$ cat src/logic/execPkg.sv
package execPkg;

	// **********************************************************************
	// widths that carry a meaning
	// **********************************************************************
	typedef logic [31:0] word_t;    // data or instruction word
	typedef logic [4:0]  regAddr_t; // register number

	typedef enum logic [1:0] {
		extSign,
		extZero,
		extShamt,
		extUpper
	} extMode_t;

	typedef enum logic [3:0] {
		aluAdd,
		aluSub,
		aluAnd,
		aluOr,
		aluXor,
		aluNor,
		aluSlt,
		aluSll,
		aluSrl,
		aluPassB
	} aluOp_t;

	typedef enum logic [1:0] {
		fwdReg, // value from the register file
		fwdEx,  // one stage ahead
		fwdWb   // two stages ahead
	} fwdSel_t;

	typedef enum logic {
		busIdle,
		busAck
	} busState_t;

	typedef struct packed {
		extMode_t ext;
		aluOp_t   aluOp;
		logic     srcAImm; // A takes shamt
		logic     srcBImm; // B takes extended immediate
		fwdSel_t  fwdA;
		fwdSel_t  fwdB;
		regAddr_t dst;
		logic     wbEn;
	} ctrlBundle_t;

	typedef struct packed {
		logic     valid;
		regAddr_t dst;
		word_t    data;
	} wbRecord_t;

	// **********************************************************************
	// opcode and funct encodings
	// **********************************************************************
	localparam logic [5:0] opRType = 6'h00;
	localparam logic [5:0] opAddi  = 6'h08;
	localparam logic [5:0] opSlti  = 6'h0a;
	localparam logic [5:0] opAndi  = 6'h0c;
	localparam logic [5:0] opOri   = 6'h0d;
	localparam logic [5:0] opXori  = 6'h0e;
	localparam logic [5:0] opLui   = 6'h0f;

	localparam logic [5:0] fnSll = 6'h00;
	localparam logic [5:0] fnSrl = 6'h02;
	localparam logic [5:0] fnAdd = 6'h20;
	localparam logic [5:0] fnSub = 6'h22;
	localparam logic [5:0] fnAnd = 6'h24;
	localparam logic [5:0] fnOr  = 6'h25;
	localparam logic [5:0] fnXor = 6'h26;
	localparam logic [5:0] fnNor = 6'h27;
	localparam logic [5:0] fnSlt = 6'h2a;

endpackage

$ cat src/logic/regFile.sv
module regFile (
	input  logic               clk,
	input  logic               rstN,
	input  execPkg::regAddr_t  rdAddrA,
	input  execPkg::regAddr_t  rdAddrB,
	output execPkg::word_t     rdDataA,
	output execPkg::word_t     rdDataB,
	input  execPkg::wbRecord_t wb
);

	execPkg::word_t regs [1:31]; // r0 is not stored

	always_ff @(posedge clk or negedge rstN) begin
		if (!rstN) begin
			for (int i = 1; i < 32; i++) begin
				regs[i] <= '0;
			end
		end else if (wb.valid && (wb.dst != '0)) begin
			regs[wb.dst] <= wb.data;
		end
	end

	// asynchronous reads
	assign rdDataA = (rdAddrA == '0) ? '0 : regs[rdAddrA];
	assign rdDataB = (rdAddrB == '0) ? '0 : regs[rdAddrB];

endmodule

$ cat src/logic/operandSel.sv
module operandSel (
	input  execPkg::ctrlBundle_t ctrl,
	input  execPkg::word_t       rdDataA,
	input  execPkg::word_t       rdDataB,
	input  logic [15:0]          imm,
	input  logic [4:0]           shamt,
	input  execPkg::word_t       exData,
	input  execPkg::word_t       wbData,
	output execPkg::word_t       aluA,
	output execPkg::word_t       aluB
);

	execPkg::word_t immExt;
	execPkg::word_t fwdValA;
	execPkg::word_t fwdValB;

	function automatic execPkg::word_t applyFwd(input execPkg::fwdSel_t sel,
		input execPkg::word_t regVal, input execPkg::word_t exVal,
		input execPkg::word_t wbVal);
		case (sel)
			execPkg::fwdEx: return exVal;
			execPkg::fwdWb: return wbVal;
			default:        return regVal;
		endcase
	endfunction

	always_comb begin
		case (ctrl.ext)
			execPkg::extSign:  immExt = {{16{imm[15]}}, imm};
			execPkg::extZero:  immExt = {16'b0, imm};
			execPkg::extShamt: immExt = {27'b0, imm[10:6]};
			default:           immExt = {imm, 16'b0}; // lui
		endcase
	end

	assign fwdValA = applyFwd(ctrl.fwdA, rdDataA, exData, wbData);
	assign fwdValB = applyFwd(ctrl.fwdB, rdDataB, exData, wbData);

	assign aluA = ctrl.srcAImm ? {27'b0, shamt} : fwdValA;
	assign aluB = ctrl.srcBImm ? immExt : fwdValB;

endmodule

$ cat src/logic/aluCore.sv
module aluCore (
	input  logic                 clk,
	input  logic                 rstN,
	input  execPkg::ctrlBundle_t ctrl,
	input  execPkg::word_t       aluA,
	input  execPkg::word_t       aluB,
	output execPkg::wbRecord_t   exRec,
	output execPkg::wbRecord_t   wbRec
);

	execPkg::word_t result;

	always_comb begin
		case (ctrl.aluOp)
			execPkg::aluAdd:   result = aluA + aluB;
			execPkg::aluSub:   result = aluA - aluB;
			execPkg::aluAnd:   result = aluA & aluB;
			execPkg::aluOr:    result = aluA | aluB;
			execPkg::aluXor:   result = aluA ^ aluB;
			execPkg::aluNor:   result = ~(aluA | aluB);
			execPkg::aluSlt:   result = {31'b0, ($signed(aluA) < $signed(aluB))};
			execPkg::aluSll:   result = aluB << aluA[4:0]; // amount from A
			execPkg::aluSrl:   result = aluB >> aluA[4:0];
			execPkg::aluPassB: result = aluB;
			default:           result = '0;
		endcase
	end

	// **********************************************************************
	// execute and writeback stages
	// **********************************************************************
	always_ff @(posedge clk or negedge rstN) begin
		if (!rstN) begin
			exRec <= '0;
			wbRec <= '0;
		end else begin
			exRec.valid <= ctrl.wbEn;
			exRec.dst <= ctrl.dst;
			exRec.data <= result;
			wbRec <= exRec;
		end
	end

endmodule

$ cat src/logic/pipeCtrl.sv
module pipeCtrl (
	input  logic                 clk,
	input  logic                 rstN,
	input  logic                 cyc,
	input  logic                 stb,
	input  logic                 we,
	input  execPkg::regAddr_t    adr,
	input  execPkg::word_t       datIn,
	input  execPkg::wbRecord_t   exRec,
	output logic                 ack,
	output execPkg::regAddr_t    rdAddrA,
	output execPkg::regAddr_t    rdAddrB,
	output execPkg::ctrlBundle_t ctrl,
	output logic [15:0]          imm,
	output logic [4:0]           shamt
);

	execPkg::busState_t busState;
	execPkg::word_t     instr;
	logic               decValid;
	execPkg::regAddr_t  wbDst;   // shadow of the writeback stage
	logic               wbValid;
	logic [5:0]         opcode;
	logic [5:0]         funct;
	execPkg::regAddr_t  rs;
	execPkg::regAddr_t  rt;
	execPkg::regAddr_t  rd;
	logic               known;
	logic               useRd;

	// earlier stage wins when both match
	function automatic execPkg::fwdSel_t pickFwd(input execPkg::regAddr_t src,
		input logic exValid, input execPkg::regAddr_t exDst,
		input logic lateValid, input execPkg::regAddr_t lateDst);
		if (exValid && (exDst == src)) begin
			return execPkg::fwdEx;
		end
		if (lateValid && (lateDst == src)) begin
			return execPkg::fwdWb;
		end
		return execPkg::fwdReg;
	endfunction

	// **********************************************************************
	// bus handshake and decode register
	// **********************************************************************
	always_ff @(posedge clk or negedge rstN) begin
		if (!rstN) begin
			busState <= execPkg::busIdle;
			instr <= '0;
			decValid <= 1'b0;
			wbDst <= '0;
			wbValid <= 1'b0;
		end else begin
			if ((busState == execPkg::busIdle) && cyc && stb) begin
				busState <= execPkg::busAck;
			end else begin
				busState <= execPkg::busIdle; // one idle cycle after each ack
			end
			decValid <= ack && we;
			if (ack && we) begin
				instr <= datIn;
			end
			wbDst <= exRec.dst;
			wbValid <= exRec.valid;
		end
	end

	assign ack = (busState == execPkg::busAck);

	assign opcode = instr[31:26];
	assign rs = instr[25:21];
	assign rt = instr[20:16];
	assign rd = instr[15:11];
	assign funct = instr[5:0];
	assign imm = instr[15:0];
	assign shamt = instr[10:6];

	assign rdAddrA = (ack && !we) ? adr : rs; // host read shares port A
	assign rdAddrB = rt;

	always_comb begin
		ctrl = '0;
		known = 1'b1;
		useRd = 1'b0;
		case (opcode)
			execPkg::opRType: begin
				useRd = 1'b1;
				case (funct)
					execPkg::fnAdd: ctrl.aluOp = execPkg::aluAdd;
					execPkg::fnSub: ctrl.aluOp = execPkg::aluSub;
					execPkg::fnAnd: ctrl.aluOp = execPkg::aluAnd;
					execPkg::fnOr:  ctrl.aluOp = execPkg::aluOr;
					execPkg::fnXor: ctrl.aluOp = execPkg::aluXor;
					execPkg::fnNor: ctrl.aluOp = execPkg::aluNor;
					execPkg::fnSlt: ctrl.aluOp = execPkg::aluSlt;
					execPkg::fnSll, execPkg::fnSrl: begin
						ctrl.aluOp = (funct == execPkg::fnSll) ? execPkg::aluSll : execPkg::aluSrl;
						ctrl.ext = execPkg::extShamt;
						ctrl.srcAImm = 1'b1;
					end
					default: known = 1'b0;
				endcase
			end
			execPkg::opAddi: begin
				ctrl.aluOp = execPkg::aluAdd;
				ctrl.srcBImm = 1'b1;
			end
			execPkg::opSlti: begin
				ctrl.aluOp = execPkg::aluSlt;
				ctrl.srcBImm = 1'b1;
			end
			execPkg::opAndi, execPkg::opOri, execPkg::opXori: begin
				ctrl.aluOp = (opcode == execPkg::opAndi) ? execPkg::aluAnd :
					(opcode == execPkg::opOri) ? execPkg::aluOr : execPkg::aluXor;
				ctrl.ext = execPkg::extZero;
				ctrl.srcBImm = 1'b1;
			end
			execPkg::opLui: begin
				ctrl.aluOp = execPkg::aluPassB;
				ctrl.ext = execPkg::extUpper;
				ctrl.srcBImm = 1'b1;
			end
			default: known = 1'b0;
		endcase
		ctrl.dst = useRd ? rd : rt;
		ctrl.wbEn = decValid && known && (ctrl.dst != '0); // r0 never written
		ctrl.fwdA = pickFwd(rs, exRec.valid, exRec.dst, wbValid, wbDst);
		ctrl.fwdB = pickFwd(rt, exRec.valid, exRec.dst, wbValid, wbDst);
	end

endmodule

$ cat src/logic/execTop.sv
module execTop (
	input  logic               clk,
	input  logic               rstN,
	input  logic               cyc,
	input  logic               stb,
	input  logic               we,
	input  execPkg::regAddr_t  adr,
	input  execPkg::word_t     datIn,
	output execPkg::word_t     datOut,
	output logic               ack,
	output execPkg::wbRecord_t wbOut
);

	execPkg::regAddr_t    rdAddrA;
	execPkg::regAddr_t    rdAddrB;
	execPkg::word_t       rdDataA;
	execPkg::word_t       rdDataB;
	execPkg::ctrlBundle_t ctrl;
	logic [15:0]          imm;
	logic [4:0]           shamt;
	execPkg::word_t       aluA;
	execPkg::word_t       aluB;
	execPkg::wbRecord_t   exRec;
	execPkg::wbRecord_t   wbRec;

	pipeCtrl u_ctrl (
		.clk     (clk),
		.rstN    (rstN),
		.cyc     (cyc),
		.stb     (stb),
		.we      (we),
		.adr     (adr),
		.datIn   (datIn),
		.exRec   (exRec),
		.ack     (ack),
		.rdAddrA (rdAddrA),
		.rdAddrB (rdAddrB),
		.ctrl    (ctrl),
		.imm     (imm),
		.shamt   (shamt)
	);

	regFile u_regs (
		.clk     (clk),
		.rstN    (rstN),
		.rdAddrA (rdAddrA),
		.rdAddrB (rdAddrB),
		.rdDataA (rdDataA),
		.rdDataB (rdDataB),
		.wb      (wbRec) // committed one cycle after wbOut
	);

	operandSel u_opSel (
		.ctrl    (ctrl),
		.rdDataA (rdDataA),
		.rdDataB (rdDataB),
		.imm     (imm),
		.shamt   (shamt),
		.exData  (exRec.data),
		.wbData  (wbRec.data),
		.aluA    (aluA),
		.aluB    (aluB)
	);

	aluCore u_alu (
		.clk   (clk),
		.rstN  (rstN),
		.ctrl  (ctrl),
		.aluA  (aluA),
		.aluB  (aluB),
		.exRec (exRec),
		.wbRec (wbRec)
	);

	assign datOut = rdDataA; // valid while ack is high on a read
	assign wbOut = wbRec;

endmodule

$ cat config.mk
export PLATFORM = sky130hd
export DESIGN_NAME = execTop
export DESIGN_NICKNAME = d
export VERILOG_FILES = /design/src/logic/execPkg.sv /design/src/logic/regFile.sv /design/src/logic/operandSel.sv /design/src/logic/aluCore.sv /design/src/logic/pipeCtrl.sv /design/src/logic/execTop.sv
export SDC_FILE = /design/constraint.sdc
export NUM_CORES = 2
export LEC_CHECK = 0
export ABC_CLOCK_PERIOD_IN_PS = 8900
export BUFFER_PORTS_ARGS = -buffer_cell sky130_fd_sc_hd__clkbuf_2
export CAP_MARGIN = 20
export CORE_MARGIN = 2
export CORE_UTILIZATION = 53
export DETAILED_ROUTE_END_ITERATION = 10
export PLACE_DENSITY = 0.69
export SYNTH_ARGS = -nofsm -noshare
export SYNTH_HDL_FRONTEND = slang
export SYNTH_SLANG_ARGS = --single-unit
$ cat constraint.sdc
create_clock -name clk -period 8.9 [get_ports clk]
set_input_delay 1.78 -clock clk [delete_from_list [all_inputs] [get_ports clk]]
set_output_delay 1.78 -clock clk [all_outputs]
set_load 0.01 [all_outputs]
==> impl_metrics.env <==
export IMPL_die_h_um=360
export IMPL_die_area_um2=129000
export IMPL_final_cell_mix="dfrtp_1, mux2_2, nand2_1"
export IMPL_grt_pass1_vias=51600
export IMPL_tightest_slew_ns=1.15
export IMPL_via_per_inst=7.28
export IMPL_fin_nets=5707
export IMPL_cp_start_kind="input pin"
export IMPL_status="finished, final reports clean"
export IMPL_path_clk_slew_ns=0.07
export IMPL_end_kind="register"
export IMPL_ir_worst_vdd_uv=182
export IMPL_critical_path_required_ns=9.55
export IMPL_cts_buffers=116
export IMPL_cts_resized=0
export IMPL_synth_fp_nets=5761
export IMPL_vias=53300
export IMPL_async_flop_share=1.00
export IMPL_timing_setup_tns_ns=0
export IMPL_place_inst=7092
export IMPL_routed_wl_mm=254
export IMPL_max_freq_mhz=125
export IMPL_cts_tree="built"
export IMPL_io_pins=113
export IMPL_worstPathMaxFanout=38
export IMPL_cpLargestDelayFamily="compound AO/OA/AOI/OAI gates"
export IMPL_drtIter0Drc=7868
export IMPL_slowest_stage="o31ai_1"
export IMPL_ys_warn_count=0
export IMPL_dp_hpwl_mm=165
export IMPL_crit_top_cell="nand2_1"
export IMPL_crit_type="input pin to register"
export IMPL_nFillCells=10100
export IMPL_htreeDepth=3
export IMPL_fin_skew_ns=0.0526
export IMPL_min_path_type="register to register"
export IMPL_cap_violations=0
export IMPL_mostFrequentLayoutCell="dfrtp_1"
export IMPL_fin_cells=7321
export IMPL_cts_buffer_depth=3
export IMPL_die_x_um=360
export IMPL_crit_arrival_ns=8.67
export IMPL_ys_seq_area_frac=0.411
export IMPL_ys_flop_type="dfrtp_1"
export IMPL_slew_viol_final=0
export IMPL_period_share=0.901
export IMPL_track_usage=0.388
export IMPL_ctsHoldBuffers=0
export IMPL_leakage_uw=0.0337
export IMPL_grt_overflow=0
export IMPL_powerDensity_nw_per_um2=247
export IMPL_antenna_found_initial=8
export IMPL_start_util=0.534
export IMPL_setup_violations=0
export IMPL_multi_input_area_um2=37200
export IMPL_grt_pass1_wl_mm=369
export IMPL_first_pass_iters=6
export IMPL_ant_nets=0
export IMPL_hold_viol=0
export IMPL_syn_area_um2=67000
export IMPL_core_area_um2=126000
export IMPL_synth_seq_cells=1102
export IMPL_synth_cell_types=97
export IMPL_syn_area_per_cell_um2=11.9
export IMPL_drive_gt1_frac=0.378
export IMPL_cts_sinks=1102
export IMPL_clockRootBuffer="clkbuf_16"
export IMPL_max_slew_margin=0.227
export IMPL_cp_buffers_inverters=5
export IMPL_ff_latch_area_um2=27600
export IMPL_grt_max_degree=143
export IMPL_rsz0062_at_grt="no"
export IMPL_drt_wirelength_per_cell_um=34.7
export IMPL_gp_congestion=1.12
export IMPL_synthToLayoutAreaGrowth_pct=10.8
export IMPL_rows=130
export IMPL_slowest_delay_ns=0.78
export IMPL_min_period_ns=8.02
export IMPL_postCtsSetupBuffers=0
export IMPL_synthCells=5619
export IMPL_drc=0
export IMPL_regToRegSetupSlack_ns=1.29
export IMPL_portBuffers=112
export IMPL_clock_latency_ns=0.79
export IMPL_synth_edf_count=0
==> cells by family after synthesis <==
kind of cell    count (synthesis)  synth area share
mux                          1661             0.351
flops                        1102             0.411
simple gates                 1088            0.0721
compound gates                978             0.101
buf+inv                       645            0.0397
fa+ha+maj                     100            0.0189
xor+xnor                       45           0.00588
==> cell usage after synthesis, types with 21 or more instances <==
cell / count / area [µm²]
clkbuf_1: 349 / 1310
mux2_2: 1039 / 11700
o31ai_1: 43 / 323
xnor2_1: 33 / 289
nor3_1: 56 / 280
ha_1: 98 / 1230
nand3_1: 68 / 340
a31oi_1: 38 / 238
inv_1: 106 / 398
nand2_1: 549 / 2060
a22oi_1: 62 / 465
a32oi_1: 24 / 210
nor2_1: 227 / 852
a21oi_1: 176 / 881
mux4_2: 447 / 10100
o221ai_1: 30 / 263
o22ai_1: 60 / 375
o211ai_1: 47 / 353
or3_1: 39 / 244
o21ai_0: 172 / 861
a211oi_1: 76 / 571
a21o_1: 21 / 158
buf_1: 49 / 184
mux2i_1: 172 / 1720
buf_2: 111 / 556
a221oi_1: 55 / 482
a221o_1: 22 / 220
dfrtp_1: 1102 / 27600
==> path summary, 6_finish.rpt <==
check                                                  start                           end  cells past startpoint
max in group asynchronous                               rstN  u_regs.regs[881]$_DFFE_PN0P_                      3
worst max-delay path                                      we     u_alu.exRec[29]$_DFF_PN0_                     26
worst min-delay path               u_alu.exRec[37]$_DFF_PN0_     u_alu.wbRec[37]$_DFF_PN0_                      0
min in group asynchronous                               rstN  u_regs.regs[554]$_DFFE_PN0P_                      1
worst max register to register  u_ctrl.instr[17]$_DFFE_PN0P_     u_alu.exRec[27]$_DFF_PN0_                     19
worst min register to register     u_alu.exRec[37]$_DFF_PN0_     u_alu.wbRec[37]$_DFF_PN0_                      0
==> sequential cells by signal (all words and copies together), names as in the netlist <==
| register | flops |
|---|---|
| u_regs.regs | 992 |
| u_alu.exRec | 38 |
| u_alu.wbRec | 38 |
| u_ctrl.instr | 32 |
| u_ctrl.ack | 1 |
| u_ctrl.decValid | 1 |
==> metrics by stage <==
| stage | setup slack [ns] | cell area (µm²) | hold slack [ns] | util | power (µW) |
|---|---|---|---|---|---|
| 5_1_grt | 0.552 | 74300 | 0.407 | 0.591 | 18900 |
| 3_5_place_dp | 0.321 | 70000 | 0.389 | 0.558 | 12800 |
| 2_1_floorplan | 0.975 | 67000 | 0.368 | - | 9900 |
| 3_3_place_gp | 0.234 | 69900 | 0.388 | 0.557 | 12800 |
| 4_1_cts | 1.11 | 74100 | 0.402 | 0.590 | 18000 |
| 6_report | 0.885 | 74300 | 0.399 | 0.592 | 18400 |
==> power by group <==
group	internal (µW)	switching, µW	leakage, µW
clock network	3030	2220	0.00201
logic	2330	4940	0.0165
registers	5320	521	0.0152
total	10700	7680	0.0337
==> layout make-up <==
class | instances | area share
diodes | 6 | 0.000202
clock buffers | 168 | 0.0456
clock inverters | 50 | 0.00957
inverters | 113 | 0.00571
multi-input cells | 3872 | 0.501
flip-flops and latches | 1102 | 0.371
well taps | 1650 | 0.0278
repair buffers | 360 | 0.0388
==> per-layer routing <==
| layer | wire, µm | GRT usage |
|---|---|---|
| met5 | 11 | 0.000370 |
| met4 | 16500 | 0.218 |
| met3 | 29900 | 0.102 |
| met2 | 110000 | 0.561 |
| met1 | 97500 | 0.532 |
Power figures use the tool's default switching activity.
